[config.mk]
export PLATFORM = sky130hd
export DESIGN_NAME = cic_interp_top
export DESIGN_NICKNAME = d
export VERILOG_FILES = /design/src/cic_pkg.sv /design/src/iq_stream_if.sv /design/src/cic_comb_chain.sv /design/src/cic_sample_fifo.sv /design/src/cic_integrator_chain.sv /design/src/cic_interp_top.sv
export VERILOG_INCLUDE_DIRS = /design/src
export SDC_FILE = /design/constraint.sdc
export NUM_CORES = 1
export LEC_CHECK = 0
export BUFFER_PORTS_ARGS = -buffer_cell sky130_fd_sc_hd__buf_4
export CORE_UTILIZATION = 40
export DETAILED_ROUTE_END_ITERATION = 8
export MAX_ROUTING_LAYER = met4
export SETUP_SLACK_MARGIN = 0.15
export SLEW_MARGIN = 10
export SYNTH_ARGS = -nofsm -noshare
export SYNTH_HDL_FRONTEND = slang
export SYNTH_SLANG_ARGS = --single-unit
[constraint.sdc]
create_clock -name i_clock -period 17.85 [get_ports i_clock]
set_clock_uncertainty 0.1 [all_clocks]
set_input_delay 3.57 -clock i_clock [delete_from_list [all_inputs] [get_ports i_clock]]
set_output_delay 3.57 -clock i_clock [all_outputs]
set_load 0.01 [all_outputs]
[src/cic_cfg.svh]
`ifndef CIC_CFG_SVH
`define CIC_CFG_SVH

// Rail width at every stage
`define CIC_WIDTH 16

// Output samples per input sample
`define CIC_FACTOR 4

// Comb count, equal to integrator count
`define CIC_STAGES 3
`define CIC_DELAY 1

`define CIC_FIFO_DEPTH 4

`endif

[src/cic_pkg.sv]
`default_nettype none

`include "cic_cfg.svh"

package cic_pkg;

    // Width of the interpolation phase count, at least one bit
    localparam int PHASE_WIDTH = (`CIC_FACTOR > 1) ? $clog2(`CIC_FACTOR) : 1;

    // One complex sample, in-phase in the upper half
    typedef struct packed {
        logic [`CIC_WIDTH-1:0] inph;
        logic [`CIC_WIDTH-1:0] quad;
    } iq_sample_t;

    // Counts 0 to CIC_FACTOR-1
    typedef logic [PHASE_WIDTH-1:0] phase_t;

endpackage : cic_pkg

`default_nettype wire

[src/iq_stream_if.sv]
`timescale 1ns/1ps
`default_nettype none

// Valid/ready stream of I/Q samples
interface iq_stream_if;
    import cic_pkg::*;

    logic       valid;
    logic       ready;
    iq_sample_t data;

    modport source (
        output valid,
        output data,
        input  ready
    );

    modport sink (
        input  valid,
        input  data,
        output ready
    );

endinterface : iq_stream_if

`default_nettype wire

[src/cic_comb_chain.sv]
`timescale 1ns/1ps
`default_nettype none

`include "cic_cfg.svh"

module cic_comb_chain (
    input  logic        i_clock,
    input  logic        i_reset,
    iq_stream_if.sink   s_in,
    iq_stream_if.source m_out
);
    import cic_pkg::*;

    localparam int STAGES = `CIC_STAGES;
    localparam int DELAY  = `CIC_DELAY;

    // Per-stage input history, oldest entry at DELAY-1
    iq_sample_t hist [STAGES][DELAY];
    iq_sample_t comb_data [STAGES+1];
    iq_sample_t out_data;
    logic       out_valid;
    logic       in_fire;

    assign s_in.ready = !out_valid || m_out.ready;
    assign in_fire    = s_in.valid && s_in.ready;

    // Comb stages cascade without registers between them
    always_comb begin
        comb_data[0] = s_in.data;
        for (int k = 0; k < STAGES; k++) begin
            comb_data[k+1].inph = comb_data[k].inph - hist[k][DELAY-1].inph;
            comb_data[k+1].quad = comb_data[k].quad - hist[k][DELAY-1].quad;
        end
    end

    always_ff @(posedge i_clock) begin
        if (i_reset) begin
            for (int k = 0; k < STAGES; k++) begin
                for (int d = 0; d < DELAY; d++) begin
                    hist[k][d] <= '0;
                end
            end
        end else if (in_fire) begin
            for (int k = 0; k < STAGES; k++) begin
                hist[k][0] <= comb_data[k];
                for (int d = 1; d < DELAY; d++) begin
                    hist[k][d] <= hist[k][d-1];
                end
            end
        end
    end

    always_ff @(posedge i_clock) begin
        if (i_reset) begin
            out_valid <= 1'b0;
        end else if (in_fire) begin
            out_valid <= 1'b1;
        end else if (m_out.ready) begin
            out_valid <= 1'b0;
        end
    end

    always_ff @(posedge i_clock) begin
        if (in_fire) begin
            out_data <= comb_data[STAGES];
        end
    end

    assign m_out.valid = out_valid;
    assign m_out.data  = out_data;

endmodule : cic_comb_chain

`default_nettype wire

[src/cic_sample_fifo.sv]
`timescale 1ns/1ps
`default_nettype none

`include "cic_cfg.svh"

module cic_sample_fifo #(
    parameter int DEPTH = `CIC_FIFO_DEPTH
) (
    input  logic        i_clock,
    input  logic        i_reset,
    iq_stream_if.sink   s_in,
    iq_stream_if.source m_out
);
    import cic_pkg::*;

    localparam int PTR_WIDTH = (DEPTH > 1) ? $clog2(DEPTH) : 1;
    localparam int CNT_WIDTH = $clog2(DEPTH + 1);

    iq_sample_t           mem [DEPTH];
    logic [PTR_WIDTH-1:0] wr_ptr;
    logic [PTR_WIDTH-1:0] rd_ptr;
    logic [CNT_WIDTH-1:0] count;
    logic                 full;
    logic                 empty;
    logic                 push;
    logic                 pop;

    // Wrap at DEPTH, which need not be a power of two
    function automatic logic [PTR_WIDTH-1:0] next_ptr(input logic [PTR_WIDTH-1:0] ptr);
        logic [PTR_WIDTH-1:0] nxt;
        if (ptr == PTR_WIDTH'(DEPTH - 1)) begin
            nxt = '0;
        end else begin
            nxt = ptr + 1'b1;
        end
        return nxt;
    endfunction

    assign full  = (count == CNT_WIDTH'(DEPTH));
    assign empty = (count == '0);

    // A full FIFO still takes a push when the head leaves this cycle
    assign s_in.ready  = !full || m_out.ready;
    assign m_out.valid = !empty;
    assign m_out.data  = mem[rd_ptr];

    assign push = s_in.valid && s_in.ready;
    assign pop  = m_out.valid && m_out.ready;

    always_ff @(posedge i_clock) begin
        if (i_reset) begin
            wr_ptr <= '0;
            rd_ptr <= '0;
            count  <= '0;
        end else begin
            if (push) begin
                wr_ptr <= next_ptr(wr_ptr);
            end
            if (pop) begin
                rd_ptr <= next_ptr(rd_ptr);
            end
            case ({push, pop})
                2'b10:   count <= count + 1'b1;
                2'b01:   count <= count - 1'b1;
                default: count <= count;
            endcase
        end
    end

    always_ff @(posedge i_clock) begin
        if (push) begin
            mem[wr_ptr] <= s_in.data;
        end
    end

endmodule : cic_sample_fifo

`default_nettype wire

[src/cic_integrator_chain.sv]
`timescale 1ns/1ps
`default_nettype none

`include "cic_cfg.svh"

module cic_integrator_chain (
    input  logic               i_clock,
    input  logic               i_reset,
    iq_stream_if.sink          s_in,
    output logic               o_out_valid,
    input  logic               i_out_ready,
    output cic_pkg::iq_sample_t o_out_sample
);
    import cic_pkg::*;

    localparam int STAGES = `CIC_STAGES;
    localparam int FACTOR = `CIC_FACTOR;

    iq_sample_t acc [STAGES];
    iq_sample_t sum [STAGES];
    iq_sample_t stuffed;
    iq_sample_t out_data;
    phase_t     phase;
    logic       out_valid;
    logic       out_free;
    logic       step;

    // Output register is empty or being taken
    assign out_free = !out_valid || i_out_ready;

    // New samples enter only at phase 0
    assign s_in.ready = out_free && (phase == '0);
    assign step       = out_free && ((phase != '0) || s_in.valid);

    // Zero stuffing between input samples
    assign stuffed = (phase == '0) ? s_in.data : '0;

    // Integrators chained through their next values
    always_comb begin
        sum[0].inph = acc[0].inph + stuffed.inph;
        sum[0].quad = acc[0].quad + stuffed.quad;
        for (int k = 1; k < STAGES; k++) begin
            sum[k].inph = acc[k].inph + sum[k-1].inph;
            sum[k].quad = acc[k].quad + sum[k-1].quad;
        end
    end

    always_ff @(posedge i_clock) begin
        if (i_reset) begin
            for (int k = 0; k < STAGES; k++) begin
                acc[k] <= '0;
            end
        end else if (step) begin
            for (int k = 0; k < STAGES; k++) begin
                acc[k] <= sum[k];
            end
        end
    end

    always_ff @(posedge i_clock) begin
        if (i_reset) begin
            phase <= '0;
        end else if (step) begin
            if (phase == phase_t'(FACTOR - 1)) begin
                phase <= '0;
            end else begin
                phase <= phase + 1'b1;
            end
        end
    end

    // Output register holds while the sink stalls
    always_ff @(posedge i_clock) begin
        if (i_reset) begin
            out_valid <= 1'b0;
        end else if (step) begin
            out_valid <= 1'b1;
        end else if (i_out_ready) begin
            out_valid <= 1'b0;
        end
    end

    always_ff @(posedge i_clock) begin
        if (step) begin
            out_data <= sum[STAGES-1];
        end
    end

    assign o_out_valid  = out_valid;
    assign o_out_sample = out_data;

endmodule : cic_integrator_chain

`default_nettype wire

[src/cic_interp_top.sv]
`timescale 1ns/1ps
`default_nettype none

`include "cic_cfg.svh"

module cic_interp_top (
    input  logic                  i_clock,
    input  logic                  i_reset,
    input  logic                  i_in_valid,
    output logic                  o_in_ready,
    input  logic [`CIC_WIDTH-1:0] i_in_inph,
    input  logic [`CIC_WIDTH-1:0] i_in_quad,
    output logic                  o_out_valid,
    input  logic                  i_out_ready,
    output logic [`CIC_WIDTH-1:0] o_out_inph,
    output logic [`CIC_WIDTH-1:0] o_out_quad
);
    import cic_pkg::*;

    iq_sample_t out_sample;

    iq_stream_if in_stream ();
    iq_stream_if comb_to_fifo ();
    iq_stream_if fifo_to_integ ();

    // Input rails into the comb stream
    assign in_stream.valid     = i_in_valid;
    assign in_stream.data.inph = i_in_inph;
    assign in_stream.data.quad = i_in_quad;
    assign o_in_ready          = in_stream.ready;

    cic_comb_chain i_comb (
        .i_clock (i_clock),
        .i_reset (i_reset),
        .s_in    (in_stream.sink),
        .m_out   (comb_to_fifo.source)
    );

    cic_sample_fifo #(
        .DEPTH (`CIC_FIFO_DEPTH)
    ) i_fifo (
        .i_clock (i_clock),
        .i_reset (i_reset),
        .s_in    (comb_to_fifo.sink),
        .m_out   (fifo_to_integ.source)
    );

    cic_integrator_chain i_integ (
        .i_clock      (i_clock),
        .i_reset      (i_reset),
        .s_in         (fifo_to_integ.sink),
        .o_out_valid  (o_out_valid),
        .i_out_ready  (i_out_ready),
        .o_out_sample (out_sample)
    );

    assign o_out_inph = out_sample.inph;
    assign o_out_quad = out_sample.quad;

endmodule : cic_interp_top

`default_nettype wire

[Word-level counts from Yosys, hierarchy flattened]
Memory sizes are Yosys's and may differ from the RTL's. A register that Yosys moved wholly into a read port is not among the register bits.
Cells that the tools add are included.
Storage, ports and cells
  flip-flop bits (word level): 75
  memories kept: 3
  RAM bits: 320
  output and inout port bits: 34
  bits of input ports: 36
Cells by class
  $add $sub $neg: 17
  equal/unequal tests: 6
  multiplexer cells: 27
  reduce and logical (&&, ||, !) cells: 19
  bitwise gates (word level): 6
Memory list
  i_fifo.mem: words 4, width 32, rd ports 1, clocked after Yosys merged registers in 1, write ports 1, RTL line cic_sample_fifo.sv:19  | iq_sample_t mem [DEPTH];
  i_comb.hist: words 3, width 32, rd ports 3, clocked after Yosys merged registers in 0, write ports 3, RTL line cic_comb_chain.sv:18  | iq_sample_t hist [STAGES][DELAY];
  i_integ.acc: words 3, width 32, rd ports 3, clocked after Yosys merged registers in 0, write ports 3, RTL line cic_integrator_chain.sv:19  | iq_sample_t acc [STAGES];
Operator list (count)
  two-way mux 32 bit: 7
  adder 16 bit: 6
  subtractor 16 bit: 6
  two-way mux 1 bit: 14
  two-way mux 2 bit: 5
  == test 2 bit (second input constant): 4
  nonzero test 2 bit: 4
  adder 2 x 1 -> 2 bit (second input constant): 3
  bitwise OR 1 bit: 6
  one-hot mux 3 bit (2 select lines): 1
  logical AND 1 bit: 5
  zero test 1 bit: 4
  logical OR 1 bit: 4
  adder 3 x 1 -> 3 bit (second input constant): 1
  == test 3 bit (second input constant): 1
  zero test 3 bit: 1
  subtractor 3 x 1 -> 3 bit (second input constant): 1
  == test 2 x 1 -> 1 bit (second input constant): 1
  zero test 2 bit: 1

[Logic depth before layout (Yosys ltp)]
Gate-level depths: netlist of run 1.
  word-level depth: 10
  gate-level depth with buffers: 31
  depth with buffers taken out: 29

[By module]
Synthesis of run 1 repeated with hierarchy kept, for this count alone.
Unflattened totals
  cell total of the unflattened synthesis: 1894
  area total of the unflattened synthesis: 22708.0 µm²
By module, submodules not included
  cic_integrator_chain: cells each 806, instances 1, area each 8842.2 µm²
  cic_comb_chain: cells each 869, instances 1, area each 8779.7 µm²
  cic_sample_fifo: cells each 219, instances 1, area each 5086.1 µm²

[Worst setup path after synthesis of run 1]
No wires, ideal clock.
  path kind: input port to flip-flop
  from: input i_in_quad[0]
  to: register i_comb.out_data (netlist bit i_comb.m_out.data[15]) (data pin)
  path slack: 9.853 ns
  data required time: 17.482 ns
  library setup time: 0.268 ns
  path buffers: 0
  cell stages on the path: 26
  data arrival time: 7.629 ns
  cell sequence: inv_1 ha_1 inv_1 fa_1 a21o_1 a21oi_1 o21bai_1 a21oi_1 o21bai_1 a21oi_1 xnor2_1 ha_1 and2_1 o21ai_0 o21ai_0 o21a_1 nor2_1 xnor2_1 ha_1 o21ai_0 nand2b_1 a21oi_1 a21oi_1 and2_1 o311ai_0 xnor2_1
RTL lines
  start: declaration: RTL line cic_interp_top.sv:12  | input logic [`CIC_WIDTH-1:0] i_in_quad,
  end signal: assignment: RTL line cic_comb_chain.sv:65  | out_data <= comb_data[STAGES];
  end: declaration: RTL line cic_comb_chain.sv:20  | iq_sample_t out_data;

==> flow_summary_export.csv, run 1 <==
group,metric,value,unit
finish,drive_above_1_share,10.27,%
floorplan,rows,86,
placement,io_buffers,69,
synth,synth.area.top_cells,"edfxtp_1 (51%), ha_1 (11%), and2_1 (5.4%)",
floorplan,die_width,239.6,um
finish,syn_to_final_growth,12.98,%
route,wl_per_cell,14.13,um
setup_path,crit_slowest_cell,"o311ai_0",
global_route,antenna_found_initial,0,
timing,grt_setup_unrepaired,"no",
finish,nNetsFinal,2232,
timing,setup_violations,0,
route,routed_via_density,4.952,
route,routed_wl,39200,um
min_path,hp-class,"register to register",
global_route,grt_overflow_total,0,
route,route.met2.wl,18130,um
synth,async_flop_share,0,%
clock_network,ctsRootBufferMaster,"clkbuf_16",
clock_network,clk_latency,570,ps
synth,yosysTopAreaCell,"edfxtp_1",
clock_network,cts_buffer_depth,3,
floorplan,initial_core_util,40.74,%
clock_network,cts.clk_slew.worst_paths,60,ps
synth,netlist.area_leader.share,51.07,%
synth,ys_top_cells_by_count,"edfxtp_1 (384), and2_1 (195), ha_1 (192)",
synth,synth_ff_type,"edfxtp_1",
timing,slew_headroom,43.54,%
synth,syn_area,22580,um^2
synth,synth.ff_latch_count,397,
route,drt_pass1_iterations,5,
finish,antenna_cells,0,
setup_path,worstPathMaxFanout,5,
synth,synth_cell_types,72,
clock_network,tritoncts,"done",
floorplan,core,55420,um^2
setup_path,arrival,8320,ps
timing,max_freq,123.2,MHz
route,wl_met1,18780,um
synth,synth.avg_cell_area,11.90,um^2
timing,fin_crit_sh,45.46,%
placement,dp_hpwl,27290,um
route,drcViolationCount,0,
synth,ys_warn_count,0,
status,status,"complete, no violations",
setup_path,required,18060,ps
timing,final_max_slew_viol_count,0,
timing,fin_tns_setup,0,ps
clock_network,cts_resized,0,
flow_run,drv_cap,0,
global_route,grt_max_degree,85,
synth,synth_seq_area_share,52.22,%
synth,synth_nets,2139,
global_route,grt_pass1_wl,66550,um
route,ant_nets,0,
route,wl_met3,1476,um
clock_network,cts_hold_buf,0,
timing,tightest_slew,846.9,ps
setup_path,crit_top_cell,"a21oi_1",
setup_path,end_kind,"register",
setup_path,path_buf_inv,3,
timing,min_period,8115,ps
floorplan,die_h,239.6,um
clock_network,numCtsBuffers,45,
placement,gp_congestion,0.8272,
synth,synth_cells,1898,
clock_network,cts_sinks,397,
timing,hold_viol,0,
global_route,grt_pass1_vias,13830,
route,vias,13738,
floorplan,fp.dieArea,57400,um^2
route,first_iter_violations,493,
clock_network,htreeDepth,2,
setup_path,critPathTopFamily,"compound AO/OA/AOI/OAI gates",
route,highest-signal-layer,"met4",
floorplan,boundaryPins,70,
synth,yosysMostFrequentCell,"edfxtp_1",
clock_network,postCtsSetupBuffers,0,
setup_path,cp_slowest_stage_delay,410,ps
global_route,track_usage,14.66,%
setup_path,critPathKind,"primary input to register",
setup_path,critPathLaunchType,"primary input",
synth,synth-edff-count,384,
[layout by cell type (no fill, tap or decap), types with 5 or more instances in the layout]
master	instances
fa_1	13
a21oi_1	117
xnor2_1	105
bufinv_16	5
a21boi_0	13
inv_1	172
clkinv_2	11
dfxtp_1	12
nor2_1	120
o21bai_1	32
clkinvlp_4	6
mux2i_1	6
nand2b_1	21
clkinv_1	8
nor3_1	30
mux4_2	30
xor2_1	46
edfxtp_1	384
o211ai_1	8
nand3_1	26
nand2_1	58
nand4_1	9
nor2b_1	23
and3_1	15
a31oi_1	10
clkbuf_16	47
buf_4	80
o21ai_0	65
a211oi_1	8
a41oi_1	5
ha_1	192
a21o_1	40
and2_1	195
o21a_1	18
or3_1	9
[state kept, by name, indices dropped and copies added (netlist names), named ones only]
| name | flops |
|---|---|
| i_fifo.mem | 128 |
| i_comb.hist | 96 |
| i_integ.acc | 96 |
| i_comb.m_out.data | 32 |
| i_integ.o_out_sample | 32 |
| i_fifo.count | 3 |
| i_fifo.rd_ptr | 2 |
| i_fifo.wr_ptr | 2 |
| i_integ.phase | 2 |
| i_comb.m_out.valid | 1 |
| i_integ.o_out_valid | 1 |
[metrics by stage]
stage	utilization [%]	hold slack (ps)	area (um^2)	setup WS [ps]	instances
floorplan	-	358.7	22580	9853	1898
global placement	43.36	370.2	24030	9310	2692
detailed placement	43.36	383.0	24030	9160	2692
CTS	46.03	396.0	25510	9773	2774
global route	46.03	417.0	25510	9339	2774
finish	46.03	390.5	25510	9735	2774
[worst paths after layout]
| path | cells after the start | start | end | slack (ps) |
|---|---|---|---|---|
| setup reg to reg | 26 | register | i_integ.o_out_sample[15]$_DFFE_PP_ | 10920 |
| hold / removal | 0 | i_comb.m_out.data[25]$_DFFE_PP_ | i_fifo.mem[1][25]$_DFFE_PP_ | 390 |
| hold reg to reg | 0 | i_comb.m_out.data[25]$_DFFE_PP_ | i_fifo.mem[1][25]$_DFFE_PP_ | 390 |
| setup / recovery | 27 | i_in_quad[0] | i_comb.m_out.data[15]$_DFFE_PP_ | 9740 |
[layer usage]
| metal | up-vias | track usage [%] |
|---|---|---|
| li1 | 7080 | - |
| met2 | 193 | 23.94 |
| met5 | - | - |
| met3 | 62 | 2.743 |
| met4 | 0 | 4.002 |
| met1 | 6403 | 18.62 |
[final cells by class]
| type | count | area, um^2 |
|---|---|---|
| clock buffers | 51 | 1191 |
| clock inverters | 31 | 289.0 |
| fillers | 5018 | 29910 |
| inverters | 172 | 645.6 |
| multi-input cells | 1295 | 10050 |
| flip-flops and latches | 397 | 11790 |
| well taps | 748 | 935.9 |
| repair buffers | 80 | 600.6 |
[kinds of logic (layout without fill, tap and decap cells)]
family | Yosys count | after routing | synth area share [%]
mux | 39 | 39 | 3.408
compound gates | 369 | 369 | 10.62
xor+xnor | 153 | 153 | 6.063
fa+ha+maj | 205 | 205 | 11.79
flops | 397 | 397 | 52.22
simple gates | 529 | 529 | 12.47
buf+inv | 206 | 334 | 3.425
Power of run 1 is left out: the tool's default activity adds up to more than one toggle a clock period on the data nets, which glitch-free logic cannot reach.
==> run 2: changes to the inputs <==
==> constraint.sdc (replaced) <==
create_clock -name i_clock -period 7.8 [get_ports i_clock]
set_clock_uncertainty 0.1 [all_clocks]
set_input_delay 1.56 -clock i_clock [delete_from_list [all_inputs] [get_ports i_clock]]
set_output_delay 1.56 -clock i_clock [all_outputs]
set_load 0.01 [all_outputs]
==> run 2 against run 1 <==
Sequential share of layout area about the same; first-iteration DRC count increased by 19%; critical endpoint is now i_integ.acc[0][95]$_SDFFCE_PN0P_; design area decreased by 0.11%; flip-flop and latch count unchanged; setup slack got worse by 8700 ps; utilization about the same.
==> flow_summary_export.csv, run 2 (synthesis results as in run 1) <==
group,metric,value,unit
status,status,"complete, no violations",
timing,max_freq,147.0,MHz
finish,top_register,"i_fifo.mem",
min_path,hold_end,"i_fifo.mem[2][17]$_DFFE_PP_",
finish,drive_above_1_share,9.955,%
clock_network,cts_resized,0,
floorplan,core,55420,um^2
setup_path,path_buf_inv,2,
route,wl_per_cell,14.25,um
clock_network,htreeDepth,2,
clock_network,cts.clk_slew.worst_paths,60,ps
timing,min_period,6805,ps
min_path,hp-class,"register to register",
setup_path,arrival,7130,ps
timing,setup_violations,0,
flow_run,drv_cap,0,
clock_network,cts_sinks,397,
floorplan,die_h,239.6,um
route,ant_nets,0,
finish,largest_register_ffs,128,
setup_path,cp_slowest_stage_delay,780,ps
floorplan,boundaryPins,70,
setup_path,reg2reg_depth,26,
global_route,grt_overflow_total,0,
setup_path,worstPathMaxFanout,21,
clock_network,cts_hold_buf,0,
route,routed_via_density,4.988,
timing,tightest_slew,1005,ps
setup_path,r2r_setup_slack,1000,ps
placement,dp_hpwl,27900,um
global_route,track_usage,14.65,%
finish,layout_commonest_cell,"edfxtp_1",
clock_network,postCtsSetupBuffers,0,
timing,grt_setup_unrepaired,"no",
clock_network,clk_latency,560,ps
finish,num-fill-cells,5003,
route,first_iter_violations,587,
setup_path,end_kind,"register",
global_route,grt_pass1_vias,13684,
setup_path,critPathTopFamily,"compound AO/OA/AOI/OAI gates",
floorplan,rows,86,
finish,syn_to_final_growth,12.86,%
global_route,grt_max_degree,85,
route,vias,13802,
setup_path,crit_slowest_cell,"dfxtp_2",
timing,slew_headroom,32.84,%
global_route,antenna_found_initial,0,
min_path,holdCritStartpoint,"i_comb.m_out.data[17]$_DFFE_PP_",
placement,post-place-cells,2692,
setup_path,worstReg2RegEnd,"i_integ.acc[0][95]$_SDFFCE_PN0P_",
timing,hold_viol,0,
clock_network,ctsRootBufferMaster,"clkbuf_16",
route,drcViolationCount,0,
floorplan,die_width,239.6,um
route,routed_wl,39420,um
finish,antenna_cells,0,
finish,final-instance-count-excl-fill,2767,
finish,final_cell_mix,"edfxtp_1 (384), and2_1 (195), ha_1 (192)",
finish,nNetsFinal,2230,
placement,gp_congestion,0.8816,
setup_path,critPathKind,"register to register",
route,drt_pass1_iterations,5,
finish,largestRegisters,"i_fifo.mem x128, i_comb.hist x96, i_integ.acc x96",
setup_path,critPathLaunchType,"register",
timing,fin_crit_sh,87.24,%
clock_network,numCtsBuffers,43,
global_route,grt_pass1_wl,66570,um
timing,fin_tns_setup,0,ps
timing,final_max_slew_viol_count,0,
placement,io_buffers,69,
clock_network,cts_buffer_depth,3,
floorplan,fp.dieArea,57400,um^2
setup_path,required,8120,ps
floorplan,initial_core_util,40.74,%
min_path,min_path_cells,0,
clock_network,tritoncts,"done",
run 2: cell count changes in the layout (fill, tap and decap cells not counted), moves of 2 or more:
cell	previous run	this run
clkinv_2	11	4
clkbuf_1	4	6
clkinvlp_4	6	4
clkbuf_8	0	2
clkinv_1	8	6
run 2: how the worst max path moves through the flow:
stage	start	endpoint	slack, ps	cells after the start
3_5_place_dp	register	i_integ.acc[0][95]$_SDFFCE_PN0P_	990	26
3_3_place_gp	register	i_integ.acc[0][95]$_SDFFCE_PN0P_	1050	24
2_1_floorplan	register	i_integ.o_out_sample[15]$_DFFE_PP_	1540	25
4_1_cts	register	i_integ.acc[0][95]$_SDFFCE_PN0P_	960	26
6_report	register	i_integ.acc[0][95]$_SDFFCE_PN0P_	1000	26
5_1_grt	register	i_integ.acc[0][95]$_SDFFCE_PN0P_	270	28
run 2: per-stage QoR:
stage | setup slack [ps] | instance area (um^2) | hold WS, ps | utilization (%)
2_1_floorplan | 1539 | 22580 | 358.7 | -
3_5_place_dp | 989.4 | 24030 | 383.5 | 43.36
3_3_place_gp | 1048 | 24030 | 367.1 | 43.36
4_1_cts | 963.6 | 25480 | 393.5 | 45.98
6_report | 995.1 | 25480 | 387.1 | 45.98
5_1_grt | 266.1 | 25480 | 407.9 | 45.98
run 2: layout make-up:
| class | instances | area [um^2] | area share [%] |
|---|---|---|---|
| Clock buffer | 56 | 1251 | 4.910 |
| Clock inverter | 19 | 201.4 | 0.7906 |
| Inverter | 172 | 645.6 | 2.534 |
| Multi-Input combinational cell | 1295 | 10050 | 39.45 |
| Sequential cell | 397 | 11790 | 46.28 |
| Tap cell | 748 | 935.9 | 3.673 |
| Timing Repair Buffer | 80 | 600.6 | 2.357 |
run 2: layer usage:
| layer | track usage (%) | wire [um] | vias to the layer above | share of wire, % |
|---|---|---|---|---|
| li1 | - | - | 7047 | - |
| met1 | 18.80 | 18960 | 6458 | 48 |
| met2 | 23.71 | 18050 | 220 | 46 |
| met5 | - | 0 | - | 0 |
| met4 | 4.973 | 1049 | 0 | 2.7 |
| met3 | 2.121 | 1355 | 77 | 3.4 |
Power of run 2 is left out for the same reason.
